File: config.mk
export PLATFORM = sky130hd
export DESIGN_NAME = DecodeFrontEnd
export DESIGN_NICKNAME = d
export VERILOG_FILES = /design/src/logic/decodePkg.sv /design/src/logic/instStreamIf.sv /design/src/logic/DecodeFrontEnd.sv /design/src/logic/IssueStage.sv /design/src/logic/InstructionDecoder.sv /design/src/logic/InstructionQueue.sv /design/src/logic/FetchUnit.sv
export VERILOG_INCLUDE_DIRS = /design/src /design/src/include
export SDC_FILE = /design/constraint.sdc
export NUM_CORES = 1
export LEC_CHECK = 0
export BUFFER_PORTS_ARGS = -buffer_cell sky130_fd_sc_hd__buf_2
export CAP_MARGIN = 0
export CORE_ASPECT_RATIO = 1.4
export CORE_UTILIZATION = 57
export DETAILED_ROUTE_END_ITERATION = 10
export GPL_TIMING_DRIVEN = 0
export HOLD_SLACK_MARGIN = 0.03
export PLACE_DENSITY = 0.9
export SLEW_MARGIN = 20
export SYNTH_ARGS = -nofsm -noshare
export SYNTH_HDL_FRONTEND = slang
export SYNTH_SLANG_ARGS = --single-unit
File: constraint.sdc
create_clock -name clk -period 3.3 [get_ports clk]
set_input_delay 0.66 -clock clk [delete_from_list [all_inputs] [get_ports clk]]
set_output_delay 0.66 -clock clk [all_outputs]
set_load 0.005 [all_outputs]
File: src/include/decode_defs.svh
`ifndef DECODE_DEFS_SVH
`define DECODE_DEFS_SVH

// Datapath width, also the immediate and branch offset width
`define DATA_WIDTH 16

// Program counter width
`define PC_WIDTH 8

// Queue entries, power of two
`define QUEUE_DEPTH 4

`endif
File: src/logic/decodePkg.sv
`include "decode_defs.svh"

package decodePkg;

    // Top nibble of the instruction word
    typedef enum logic [3:0] {
        ALU0       = 4'd0,
        ALU1       = 4'd1,
        COMPLEX    = 4'd2,
        MEMORY     = 4'd3,
        JAL_REG    = 4'd8,
        JAL_IMM    = 4'd9,
        BRANCH_REG = 4'd10,
        BRANCH_IMM = 4'd11,
        IMM0       = 4'd12,
        IMM1       = 4'd13,
        UPPER_IMM  = 4'd14,
        IMM3       = 4'd15
    } majorOp_t;

    // Where the register A writeback comes from
    typedef enum logic [1:0] {
        WB_RESERVED    = 2'd0,
        WB_PC_PLUS_ONE = 2'd1,
        WB_ALU0_IMM    = 2'd2,
        WB_ALU1        = 2'd3
    } wbSource_t;

    typedef struct packed {
        logic                   dirtyBitTrigger;
        // One-hot: b0 ALU0, b1 ALU1, b2 complex, b3 memory, b4 branch
        logic [4:0]             funcUnitEnable;
        wbSource_t              writebackSource;
        logic [3:0]             minorOpcode;
        logic                   immediateEn;
        logic                   upperImmediateEn;
        logic [`DATA_WIDTH-1:0] immediate;
        logic                   regAReadEn;
        logic                   regAWriteEn;
        logic [3:0]             regAAddr;
        logic                   regBReadEn;
        logic [3:0]             regBAddr;
        logic                   branchStall;
        logic                   relativeEn;
        logic [`DATA_WIDTH-1:0] branchOffset;
        logic                   jumpEn;
        logic                   jumpAndLinkEn;
        logic                   haltEn;
    } decodedOp_t;

endpackage

File: src/logic/instStreamIf.sv
`timescale 1ns/100ps
`include "decode_defs.svh"

// Instruction word tagged with its program counter, valid/ready flow control
interface instStreamIf;
    logic                 valid;
    logic                 ready;
    logic [15:0]          instruction;
    logic [`PC_WIDTH-1:0] pc;

    modport producer (
        output valid,
        output instruction,
        output pc,
        input  ready
    );

    modport consumer (
        input  valid,
        input  instruction,
        input  pc,
        output ready
    );
endinterface

File: src/logic/DecodeFrontEnd.sv
`timescale 1ns/100ps
`include "decode_defs.svh"

module DecodeFrontEnd (
    input  logic                   clk,
    input  logic                   rst,
    input  logic                   instReq,
    input  logic [`DATA_WIDTH-1:0] instData,
    output logic                   instAck,
    input  logic                   issueReady,
    output logic                   issueValid,
    output logic [`PC_WIDTH-1:0]   issuePc,
    output logic                   halted,
    output logic                   dirtyBitTrigger,
    output logic [4:0]             funcUnitEnable,
    output logic [1:0]             writebackSource,
    output logic [3:0]             minorOpcode,
    output logic                   immediateEn,
    output logic                   upperImmediateEn,
    output logic [`DATA_WIDTH-1:0] immediate,
    output logic                   regAReadEn,
    output logic                   regAWriteEn,
    output logic [3:0]             regAAddr,
    output logic                   regBReadEn,
    output logic [3:0]             regBAddr,
    output logic                   branchStall,
    output logic                   relativeEn,
    output logic [`DATA_WIDTH-1:0] branchOffset,
    output logic                   jumpEn,
    output logic                   jumpAndLinkEn,
    output logic                   haltEn
);
    decodePkg::decodedOp_t issueOp;

    instStreamIf fetchToQueue ();
    instStreamIf queueToIssue ();

    FetchUnit fetchUnit (
        .clk       (clk),
        .rst       (rst),
        .instReq   (instReq),
        .instData  (instData),
        .instAck   (instAck),
        .outStream (fetchToQueue.producer)
    );

    InstructionQueue instQueue (
        .clk       (clk),
        .rst       (rst),
        .inStream  (fetchToQueue.consumer),
        .outStream (queueToIssue.producer)
    );

    IssueStage issueStage (
        .clk        (clk),
        .rst        (rst),
        .inStream   (queueToIssue.consumer),
        .issueValid (issueValid),
        .issueReady (issueReady),
        .issueOp    (issueOp),
        .issuePc    (issuePc),
        .halted     (halted)
    );

    // Decoded operation fanned out to plain ports
    assign dirtyBitTrigger  = issueOp.dirtyBitTrigger;
    assign funcUnitEnable   = issueOp.funcUnitEnable;
    assign writebackSource  = issueOp.writebackSource;
    assign minorOpcode      = issueOp.minorOpcode;
    assign immediateEn      = issueOp.immediateEn;
    assign upperImmediateEn = issueOp.upperImmediateEn;
    assign immediate        = issueOp.immediate;
    assign regAReadEn       = issueOp.regAReadEn;
    assign regAWriteEn      = issueOp.regAWriteEn;
    assign regAAddr         = issueOp.regAAddr;
    assign regBReadEn       = issueOp.regBReadEn;
    assign regBAddr         = issueOp.regBAddr;
    assign branchStall      = issueOp.branchStall;
    assign relativeEn       = issueOp.relativeEn;
    assign branchOffset     = issueOp.branchOffset;
    assign jumpEn           = issueOp.jumpEn;
    assign jumpAndLinkEn    = issueOp.jumpAndLinkEn;
    assign haltEn           = issueOp.haltEn;

endmodule

File: src/logic/IssueStage.sv
`timescale 1ns/100ps
`include "decode_defs.svh"

module IssueStage (
    input  logic                  clk,
    input  logic                  rst,
    instStreamIf.consumer         inStream,
    output logic                  issueValid,
    input  logic                  issueReady,
    output decodePkg::decodedOp_t issueOp,
    output logic [`PC_WIDTH-1:0]  issuePc,
    output logic                  halted
);
    decodePkg::decodedOp_t decoded;
    logic                  pop;

    InstructionDecoder decoder (
        .instruction      (inStream.instruction),
        .instructionValid (inStream.valid),
        .decoded          (decoded)
    );

    // Take a word when the output slot is free or emptying, never after halt
    assign inStream.ready = !halted && (!issueValid || issueReady);
    assign pop            = inStream.valid && inStream.ready;

    always_ff @(posedge clk) begin
        if (rst) begin
            issueValid <= 1'b0;
            halted     <= 1'b0;
        end else begin
            if (pop) begin
                issueValid <= 1'b1;
            end else if (issueReady) begin
                issueValid <= 1'b0;
            end
            // Sticky until reset
            if (pop && decoded.haltEn) begin
                halted <= 1'b1;
            end
        end
    end

    always_ff @(posedge clk) begin
        if (pop) begin
            issueOp <= decoded;
            issuePc <= inStream.pc;
        end
    end

    // Output held for the core until it is taken
    issueHeld: assert property (@(posedge clk) disable iff (rst)
        issueValid && !issueReady |=> issueValid && $stable(issueOp) && $stable(issuePc));

endmodule

File: src/logic/InstructionDecoder.sv
`timescale 1ns/100ps
`include "decode_defs.svh"

module InstructionDecoder (
    input  logic [15:0]           instruction,
    input  logic                  instructionValid,
    output decodePkg::decodedOp_t decoded
);
    decodePkg::majorOp_t    majorOp;
    decodePkg::wbSource_t   wbSrc;
    logic                   upperAddrEn;
    logic [3:0]             regAAddr;
    logic                   regANonZero;
    logic                   dirtyEn;
    logic [4:0]             fuEn;
    logic                   immEn;
    logic                   upperImmEn;
    logic                   regARead;
    logic                   regAWrite;
    logic                   regBRead;
    logic                   stall;
    logic                   jumpAndLink;
    logic                   pcEn;
    logic                   jumpEn;
    logic                   signExtend;
    logic [3:0]             minorOp;
    logic [1:0]             immSelect;
    logic [`DATA_WIDTH-1:0] wideImm;
    logic [`DATA_WIDTH-1:0] immediate;

    assign majorOp = decodePkg::majorOp_t'(instruction[15:12]);

    // Odd opcodes of the upper half pack register A into bits 11:10 and 14
    assign upperAddrEn = instruction[15] && instruction[12];
    assign regAAddr    = upperAddrEn ? {instruction[11:10], 1'b0, instruction[14]}
                                     : instruction[11:8];
    assign regANonZero = (regAAddr != 4'd0);

    always_comb begin
        dirtyEn     = 1'b0;
        fuEn        = 5'b00000;
        wbSrc       = decodePkg::WB_RESERVED;
        immEn       = 1'b0;
        upperImmEn  = 1'b0;
        regARead    = 1'b0;
        regAWrite   = 1'b0;
        regBRead    = 1'b0;
        stall       = 1'b0;
        jumpAndLink = 1'b0;
        pcEn        = 1'b0;
        if (instructionValid) begin
            case (majorOp)
                decodePkg::ALU0, decodePkg::ALU1: begin
                    regARead  = 1'b1;
                    regAWrite = 1'b1;
                    regBRead  = 1'b1;
                    if (majorOp == decodePkg::ALU0) begin
                        wbSrc = decodePkg::WB_ALU0_IMM;
                        fuEn  = 5'b00001;
                    end else begin
                        wbSrc = decodePkg::WB_ALU1;
                        fuEn  = 5'b00010;
                    end
                end
                decodePkg::COMPLEX, decodePkg::MEMORY: begin
                    regARead = 1'b1;
                    regBRead = 1'b1;
                    dirtyEn  = 1'b1;
                    fuEn     = (majorOp == decodePkg::COMPLEX) ? 5'b00100 : 5'b01000;
                end
                decodePkg::JAL_REG, decodePkg::JAL_IMM: begin
                    // Link always holds the pipe
                    pcEn        = 1'b1;
                    jumpAndLink = 1'b1;
                    stall       = 1'b1;
                    regARead    = 1'b1;
                    regAWrite   = 1'b1;
                    regBRead    = (majorOp == decodePkg::JAL_REG);
                    immEn       = (majorOp == decodePkg::JAL_IMM);
                    wbSrc       = decodePkg::WB_PC_PLUS_ONE;
                    fuEn        = 5'b10000;
                end
                decodePkg::BRANCH_REG, decodePkg::BRANCH_IMM: begin
                    // Conditional on register A, otherwise a plain jump
                    pcEn     = 1'b1;
                    stall    = regANonZero;
                    regARead = 1'b1;
                    regBRead = (majorOp == decodePkg::BRANCH_REG);
                    immEn    = (majorOp == decodePkg::BRANCH_IMM);
                    fuEn     = {regANonZero, 4'b0000};
                end
                decodePkg::UPPER_IMM: begin
                    regARead   = 1'b1;
                    regAWrite  = 1'b1;
                    immEn      = 1'b1;
                    upperImmEn = 1'b1;
                    wbSrc      = decodePkg::WB_ALU0_IMM;
                end
                decodePkg::IMM0, decodePkg::IMM1, decodePkg::IMM3: begin
                    regAWrite = 1'b1;
                    immEn     = 1'b1;
                    wbSrc     = decodePkg::WB_ALU0_IMM;
                end
                default: ;
            endcase
        end
    end

    assign jumpEn  = pcEn && !stall && !jumpAndLink;
    assign minorOp = immEn ? 4'h7 : instruction[7:4];

    // Jumps and branches always take the signed 10-bit form
    assign signExtend = jumpEn || fuEn[4];
    assign immSelect  = {instruction[13] || signExtend, instruction[12] || signExtend};
    assign wideImm    = signExtend ? {{(`DATA_WIDTH-10){instruction[9]}}, instruction[9:0]}
                                   : {{(`DATA_WIDTH-10){~pcEn}}, instruction[9:0]};

    always_comb begin
        case (immSelect)
            2'b01:   immediate = `DATA_WIDTH'(instruction[9:0]);
            2'b10:   immediate = `DATA_WIDTH'({instruction[7:0], 8'h00});
            2'b11:   immediate = wideImm;
            default: immediate = `DATA_WIDTH'(instruction[7:0]);
        endcase
    end

    always_comb begin
        decoded.dirtyBitTrigger  = dirtyEn && !minorOp[3] && !minorOp[2];
        decoded.funcUnitEnable   = fuEn;
        decoded.writebackSource  = wbSrc;
        decoded.minorOpcode      = minorOp;
        decoded.immediateEn      = immEn;
        decoded.upperImmediateEn = upperImmEn;
        decoded.immediate        = immediate;
        decoded.regAReadEn       = regARead;
        decoded.regAWriteEn      = regAWrite;
        decoded.regAAddr         = regAAddr;
        decoded.regBReadEn       = regBRead;
        decoded.regBAddr         = instruction[3:0];
        decoded.branchStall      = stall;
        decoded.relativeEn       = instruction[12];
        decoded.branchOffset     = `DATA_WIDTH'({instruction[7:4], 3'b000});
        decoded.jumpEn           = jumpEn;
        decoded.jumpAndLinkEn    = jumpAndLink;
        // Complex group, minor nibble F
        decoded.haltEn           = instructionValid &&
                                   ({instruction[15:12], instruction[7:4]} == 8'h2F);
    end

endmodule

File: src/logic/InstructionQueue.sv
`timescale 1ns/100ps
`include "decode_defs.svh"

module InstructionQueue (
    input  logic          clk,
    input  logic          rst,
    instStreamIf.consumer inStream,
    instStreamIf.producer outStream
);
    localparam int Depth     = `QUEUE_DEPTH;
    localparam int AddrWidth = $clog2(Depth);

    logic [15:0]          instMem [Depth];
    logic [`PC_WIDTH-1:0] pcMem [Depth];

    // Top bit of each pointer is the wrap flag
    logic [AddrWidth:0] wrPtr;
    logic [AddrWidth:0] rdPtr;
    logic [AddrWidth:0] used;
    logic               full;
    logic               empty;
    logic               wrEn;
    logic               rdEn;

    assign empty = (wrPtr == rdPtr);
    assign full  = (wrPtr[AddrWidth] != rdPtr[AddrWidth]) &&
                   (wrPtr[AddrWidth-1:0] == rdPtr[AddrWidth-1:0]);
    assign used  = wrPtr - rdPtr;

    assign inStream.ready = !full;
    assign wrEn           = inStream.valid && !full;

    // First word falls through to the output
    assign outStream.valid       = !empty;
    assign outStream.instruction = instMem[rdPtr[AddrWidth-1:0]];
    assign outStream.pc          = pcMem[rdPtr[AddrWidth-1:0]];
    assign rdEn                  = outStream.ready && !empty;

    always_ff @(posedge clk) begin
        if (rst) begin
            wrPtr <= '0;
            rdPtr <= '0;
        end else begin
            if (wrEn) begin
                wrPtr <= wrPtr + 1'b1;
            end
            if (rdEn) begin
                rdPtr <= rdPtr + 1'b1;
            end
        end
    end

    always_ff @(posedge clk) begin
        if (wrEn) begin
            instMem[wrPtr[AddrWidth-1:0]] <= inStream.instruction;
            pcMem[wrPtr[AddrWidth-1:0]]   <= inStream.pc;
        end
    end

    // Occupancy never passes the depth, so no write lands on a full queue
    noOverflow: assert property (@(posedge clk) disable iff (rst)
        used <= Depth);

    // Read pointer stays put while nothing is stored
    noUnderflow: assert property (@(posedge clk) disable iff (rst)
        empty && !wrEn |=> empty);

endmodule

File: src/logic/FetchUnit.sv
`timescale 1ns/100ps
`include "decode_defs.svh"

module FetchUnit (
    input  logic                   clk,
    input  logic                   rst,
    input  logic                   instReq,
    input  logic [`DATA_WIDTH-1:0] instData,
    output logic                   instAck,
    instStreamIf.producer          outStream
);
    typedef enum logic {
        IDLE,
        ACKING
    } ackState_t;

    ackState_t            state;
    logic                 holdValid;
    logic [15:0]          holdWord;
    logic [`PC_WIDTH-1:0] holdPc;
    logic [`PC_WIDTH-1:0] pc;
    logic                 holdFree;
    logic                 capture;

    // Holding register can take a word when empty or draining this cycle
    assign holdFree = !holdValid || outStream.ready;
    assign capture  = (state == IDLE) && instReq && holdFree;

    assign instAck = (state == ACKING);

    assign outStream.valid       = holdValid;
    assign outStream.instruction = holdWord;
    assign outStream.pc          = holdPc;

    always_ff @(posedge clk) begin
        if (rst) begin
            state     <= IDLE;
            holdValid <= 1'b0;
            pc        <= '0;
        end else begin
            case (state)
                IDLE: begin
                    if (capture) begin
                        state <= ACKING;
                    end
                end
                ACKING: begin
                    // Wait for the source to drop its request
                    if (!instReq) begin
                        state <= IDLE;
                    end
                end
                default: state <= IDLE;
            endcase

            if (capture) begin
                holdValid <= 1'b1;
                pc        <= pc + 1'b1;
            end else if (outStream.ready) begin
                holdValid <= 1'b0;
            end
        end
    end

    // Word and its tag
    always_ff @(posedge clk) begin
        if (capture) begin
            holdWord <= instData;
            holdPc   <= pc;
        end
    end

    ackOnlyWithReq: assert property (@(posedge clk) disable iff (rst)
        $rose(instAck) |-> instReq);

endmodule

* Yosys cells after proc, flatten, opt, wreduce, memory -nomap -nowiden
Memory sizes are Yosys's and may differ from the RTL's. A register that Yosys moved wholly into a read port is not among the register bits.
Cells that the tools add are included.
** Word-level totals
- Bits in registers :: 92
- Memory bits (writable) :: 96
- Word-level logic and storage cells :: 129
- Memories :: 2
** Operators by class
- Add/subtract/negate cells :: 3
- Eq/ne operators :: 19
- Muxes and demuxes :: 35
- Bitwise operators :: 2
- Reduce and logical (&&, ||, !) cells :: 39
** Memories
- instQueue.instMem :: depth 4, width 16, rd ports 1, clocked after memory_dff 1, write ports 1, RTL line InstructionQueue.sv:13 : logic [15:0] instMem [Depth];
- instQueue.pcMem :: depth 4, width 8, rd ports 1, clocked after memory_dff 1, write ports 1, RTL line InstructionQueue.sv:14 : logic [`PC_WIDTH-1:0] pcMem [Depth];
** Operator list (number)
- 16-bit one-hot mux with 3 select lines :: 1
- 4-bit == test (second input constant) :: 8
- 1-bit two-way mux :: 20
- 5-bit one-hot mux with 4 select lines :: 1
- 16-bit two-way mux :: 1
- 1-bit logical AND :: 13
- 4-bit OR reduction :: 3
- 1-bit zero test :: 9
- 9-bit OR reduction :: 1
- 8-bit by 1-bit adder with 8-bit output (second input constant) :: 1
- 4-bit by 2-bit == test with 1-bit output (second input constant) :: 2
- 8-bit by 6-bit == test with 1-bit output (second input constant) :: 1
- 2-bit two-way mux :: 4
- 4-bit two-way mux :: 2
- 2-bit OR reduction :: 4
- 8-bit OR reduction :: 1
- 3-bit by 1-bit adder with 3-bit output (second input constant) :: 2
- 1-bit one-hot mux with 3 select lines :: 2
- 2-bit one-hot mux with 3 select lines :: 1
- 1-bit logical OR :: 5
- 5-bit two-way mux :: 1
- 2-bit == test (second input constant) :: 2
- 4-bit by 1-bit == test with 1-bit output (second input constant) :: 1
- 4-bit zero test :: 1
- 9 further kinds :: 11

* Logic depth before layout (Yosys ltp)
- Depth after elaboration :: 12
- Depth in mapped cells :: 6

* Cells and area by module
Synthesis repeated with hierarchy kept, for this count alone.
** Unflattened totals
- Cells, all modules :: 451
- Area total of the unflattened synthesis :: 8114.0 sq um
** By module, submodules not included
- InstructionQueue :: times used 1, cells each 196, area each 4027.6 sq um, seq. area each 3042.9 sq um
- IssueStage :: times used 1, cells each 79, area each 2199.6 sq um, seq. area each 2142.1 sq um
- FetchUnit :: times used 1, cells each 74, area each 1202.4 sq um, seq. area each 920.9 sq um
- InstructionDecoder :: times used 1, cells each 102, area each 684.4 sq um, seq. area each 0.0 sq um

* Worst setup path before layout
No wires, ideal clock.
- Path type :: input port to flip-flop
- Start point :: input port instReq
- End point :: register fetchUnit.pc[4]
- Library setup time :: 0.121 ns
- Data arrival time :: 2.951 ns
- Required time :: 3.179 ns
- Slack :: 0.228 ns
- Stages :: 5
- Cells stage by stage :: nand2b_1 -> clkbuf_1 -> a41oi_1 -> nand4_1 -> mux2_2
** On the way
- Longest elaborated chain between the ends :: 2
** Ends and longest elaborated chain
- start: declaration :: RTL line DecodeFrontEnd.sv:7 : input logic instReq,
- 1-bit logical AND (2 in series) :: RTL line FetchUnit.sv:27 : assign capture = (state == IDLE) && instReq && holdFree;
- named net fetchUnit.capture :: RTL line FetchUnit.sv:23 : logic capture;
- end signal: assignment :: RTL line FetchUnit.sv:58 : pc <= pc + 1'b1;
- end: declaration :: RTL line FetchUnit.sv:21 : logic [`PC_WIDTH-1:0] pc;
The timed path passes the listed nets, and every way through them passes these cells.
A chain may end at the register's enable or synchronous reset.

==> results.json <==
{
  "clockBufferDepth": 2,
  "leakage_nw": 3.16,
  "die_h_microns": 137,
  "start_util_pct": 58.2,
  "syn_inst": 402,
  "setup_viol": 0,
  "via_per_inst": 5.73,
  "cts_tree": "done",
  "grt_pass1_wl_mm": 20.2,
  "routed_wirelength_mm": 13.2,
  "drcViolationCount": 0,
  "required_ns": 3.60,
  "final_nets": 539,
  "dpl_cell_area_sq_um": 8150,
  "layout_commonest_cell": "edfxtp_1",
  "grt_max_degree": 61,
  "insertedDiodeCount": 0,
  "final_cell_mix": "edfxtp_1, buf_2, nor2_1",
  "place.gp.congestion": 0.784,
  "grt_pass1_vias": 3858,
  "holdCritStartpoint": "instData[13]",
  "critPathLaunch": "instQueue.rdPtr[0]",
  "grt_setup_unrepaired": "no",
  "fin_area_sq_um": 8770,
  "hold_viol_final": 0,
  "pwr_density_cell_nw_per_um2": 825,
  "drt-pass1-iter-count": 5,
  "ys_seq_area_share_pct": 77.0,
  "hpwl_mm": 8.55,
  "post-route-period-util_pct": 86.5,
  "drt_iter0_drc": 314,
  "ys_ff_latch": 198,
  "synth-edff-count": 178,
  "setup_tns_ns": 0,
  "end_kind": "flop",
  "numClockSinks": 198,
  "cts_buffers": 17,
  "areaGrowthSynthToFinish_pct": 17.6,
  "ys_types": 55,
  "holdWs_ns": 0.400,
  "coreArea_sq_um": 12800,
  "critPathKind": "flop to flop",
  "grt.total_usage_pct": 20.6,
  "clk_pin_slew_worst_paths_ns": 0.07,
  "root_buffer": "clkbuf_16",
  "power_w": 0.00723,
  "status": "finished, final reports clean",
  "synth_ff_type": "edfxtp_1",
  "die_w_microns": 98.7,
  "min_path_type": "primary input to flop",
  "ys_warn_count": 0,
  "fin_skew_ns": 0.00692,
  "maxCapViolations": 0,
  "irDropWorstVdd_mv": 0.497,
  "ctsHtreeMaxLevel": 4,
  "layout-drive-gt1-share_pct": 33.1,
  "synthArstFlopShare_pct": 0,
  "dieArea_sq_um": 13600,
  "rows": 49,
  "post_drt_wl_per_cell_microns": 19.5,
  "r2r_start": "instQueue.rdPtr[0]",
  "antenna_found_initial": 0,
  "vias": 3890,
  "max-slew-margin-rel_pct": 34.9,
  "final-max-slew-violation-count": 0,
  "tightest_slew_ns": 0.962,
  "syn_area_sq_um": 7460,
  "clk_latency_ns": 0.43,
  "arrival_ns": 3.16,
  "fin_crit_ns": 2.85,
  "syn_area_per_cell_sq_um": 18.6,
  "max_freq_mhz": 350,
  "cts_setup_buffers": 0,
  "numPortBuffers": 80,
  "start_kind": "flop",
  "grt_overflow": 0,
  "finish.utilization_pct": 68.4,
  "drt.antenna.violating_nets": 0,
  "pin_count": 93,
  "cp_max_fo": 60
}
-- layout make-up --
type	count	area [sq um]
buffer	25	174
clock buffer	18	429
clock inverter	14	195
fill	782	4040
inverter	15	58.8
multi-input combinational	175	1550
sequential	198	5750
tap	153	191
timing repair buffer	81	428
-- per-stage QoR --
step	instances	worst slack, ns
after global routing	679	0.212
after CTS	679	0.430
final	679	0.447
after detailed placement	647	0.215
after floorplan	413	0.228
after global placement	646	-0.764
-- flip-flops by register name, indices dropped and copies added (netlist names), 3 cells and up, named ones only --
name,flops
instQueue.instMem,64
issueStage.issueOp,50
instQueue.pcMem,32
fetchUnit.outStream.instruction,16
fetchUnit.outStream.pc,8
fetchUnit.pc,8
issueStage.issuePc,8
instQueue.rdPtr,3
instQueue.wrPtr,3
-- power breakdown --
group	internal, W	leakage, nW	total (W)	switching, W
sequential	0.00337	1.83	0.00350	0.000132
combinational	0.000635	1.03	0.00155	0.000916
clock	0.00128	0.303	0.00218	0.000900
total	0.00529	3.16	0.00723	0.00195
-- final timing paths --
check | cells after the start | slack (ns) | endpoint
max | 6 | 0.45 | flop
min | 1 | 0.40 | fetchUnit.outStream.instruction[13]
max reg2reg | 6 | 0.45 | flop
min reg2reg | 0 | 0.48 | fetchUnit.outStream.pc[7]
-- synth_stat cells, types with 2 or more instances --
cell / n / area share, %
nand2_1: 9 / 0.45
xnor2_1: 6 / 0.70
o41ai_1: 2 / 0.23
a21oi_1: 14 / 0.94
buf_6: 3 / 0.45
xor2_1: 3 / 0.35
clkbuf_1: 4 / 0.20
a22oi_1: 6 / 0.60
nand2b_1: 5 / 0.42
edfxtp_1: 178 / 72
mux2i_1: 4 / 0.54
or4b_1: 2 / 0.27
ha_1: 6 / 1.0
or2_2: 5 / 0.42
and2_1: 4 / 0.34
nor2_1: 26 / 1.3
nand3_1: 3 / 0.20
mux4_1: 2 / 0.70
nand4_1: 3 / 0.25
or3_1: 4 / 0.34
buf_2: 4 / 0.27
inv_1: 15 / 0.75
nor2b_1: 4 / 0.34
nor3_1: 3 / 0.20
o21ai_0: 2 / 0.13
mux4_2: 22 / 6.6
or4_1: 2 / 0.20
a31o_2: 2 / 0.23
dfxtp_1: 20 / 5.4
buf_4: 14 / 1.4
-- worst max-delay path: stages, from the launching register on --
cell and delay, ns:
dfxtp_1 0.37, buf_2 0.38, xor2_1 0.21, o311ai_1 0.83, inv_4 0.52, xnor2_1 0.35
nor2_1 0.06
-- metal layers --
metal  track usage [%]  wire length [microns]  vias up
met4              10.6                    365        0
met3              4.72                    735       26
met2              36.4                   7120      176
met5                 0                      0        -
li1                  -                      -     1757
met1              23.7                   5020     1931
-- cells by family (layout without fill, tap and decap cells) --
logic type / after synthesis / in the layout / share of synthesized area [%]
XOR/XNOR: 9 / 9 / 1.06
AO/OA/AOI/OAI: 39 / 39 / 3.84
adder cells (fa/ha/maj): 6 / 6 / 1.01
AND/OR/NAND/NOR: 80 / 80 / 5.89
buffers and inverters: 40 / 153 / 3.09
flip-flops: 198 / 198 / 77.0
multiplexers: 29 / 29 / 8.04
other: 1 / 12 / 0.0503
-- what timing repair did --
item                                    4_1_cts  5_1_grt
resized for setup                             1        0
hold buffers                                  0        0
hold endpoints to repair                      0        0
endpoints found under the setup margin        2        0
Power figures use the tool's default switching activity.
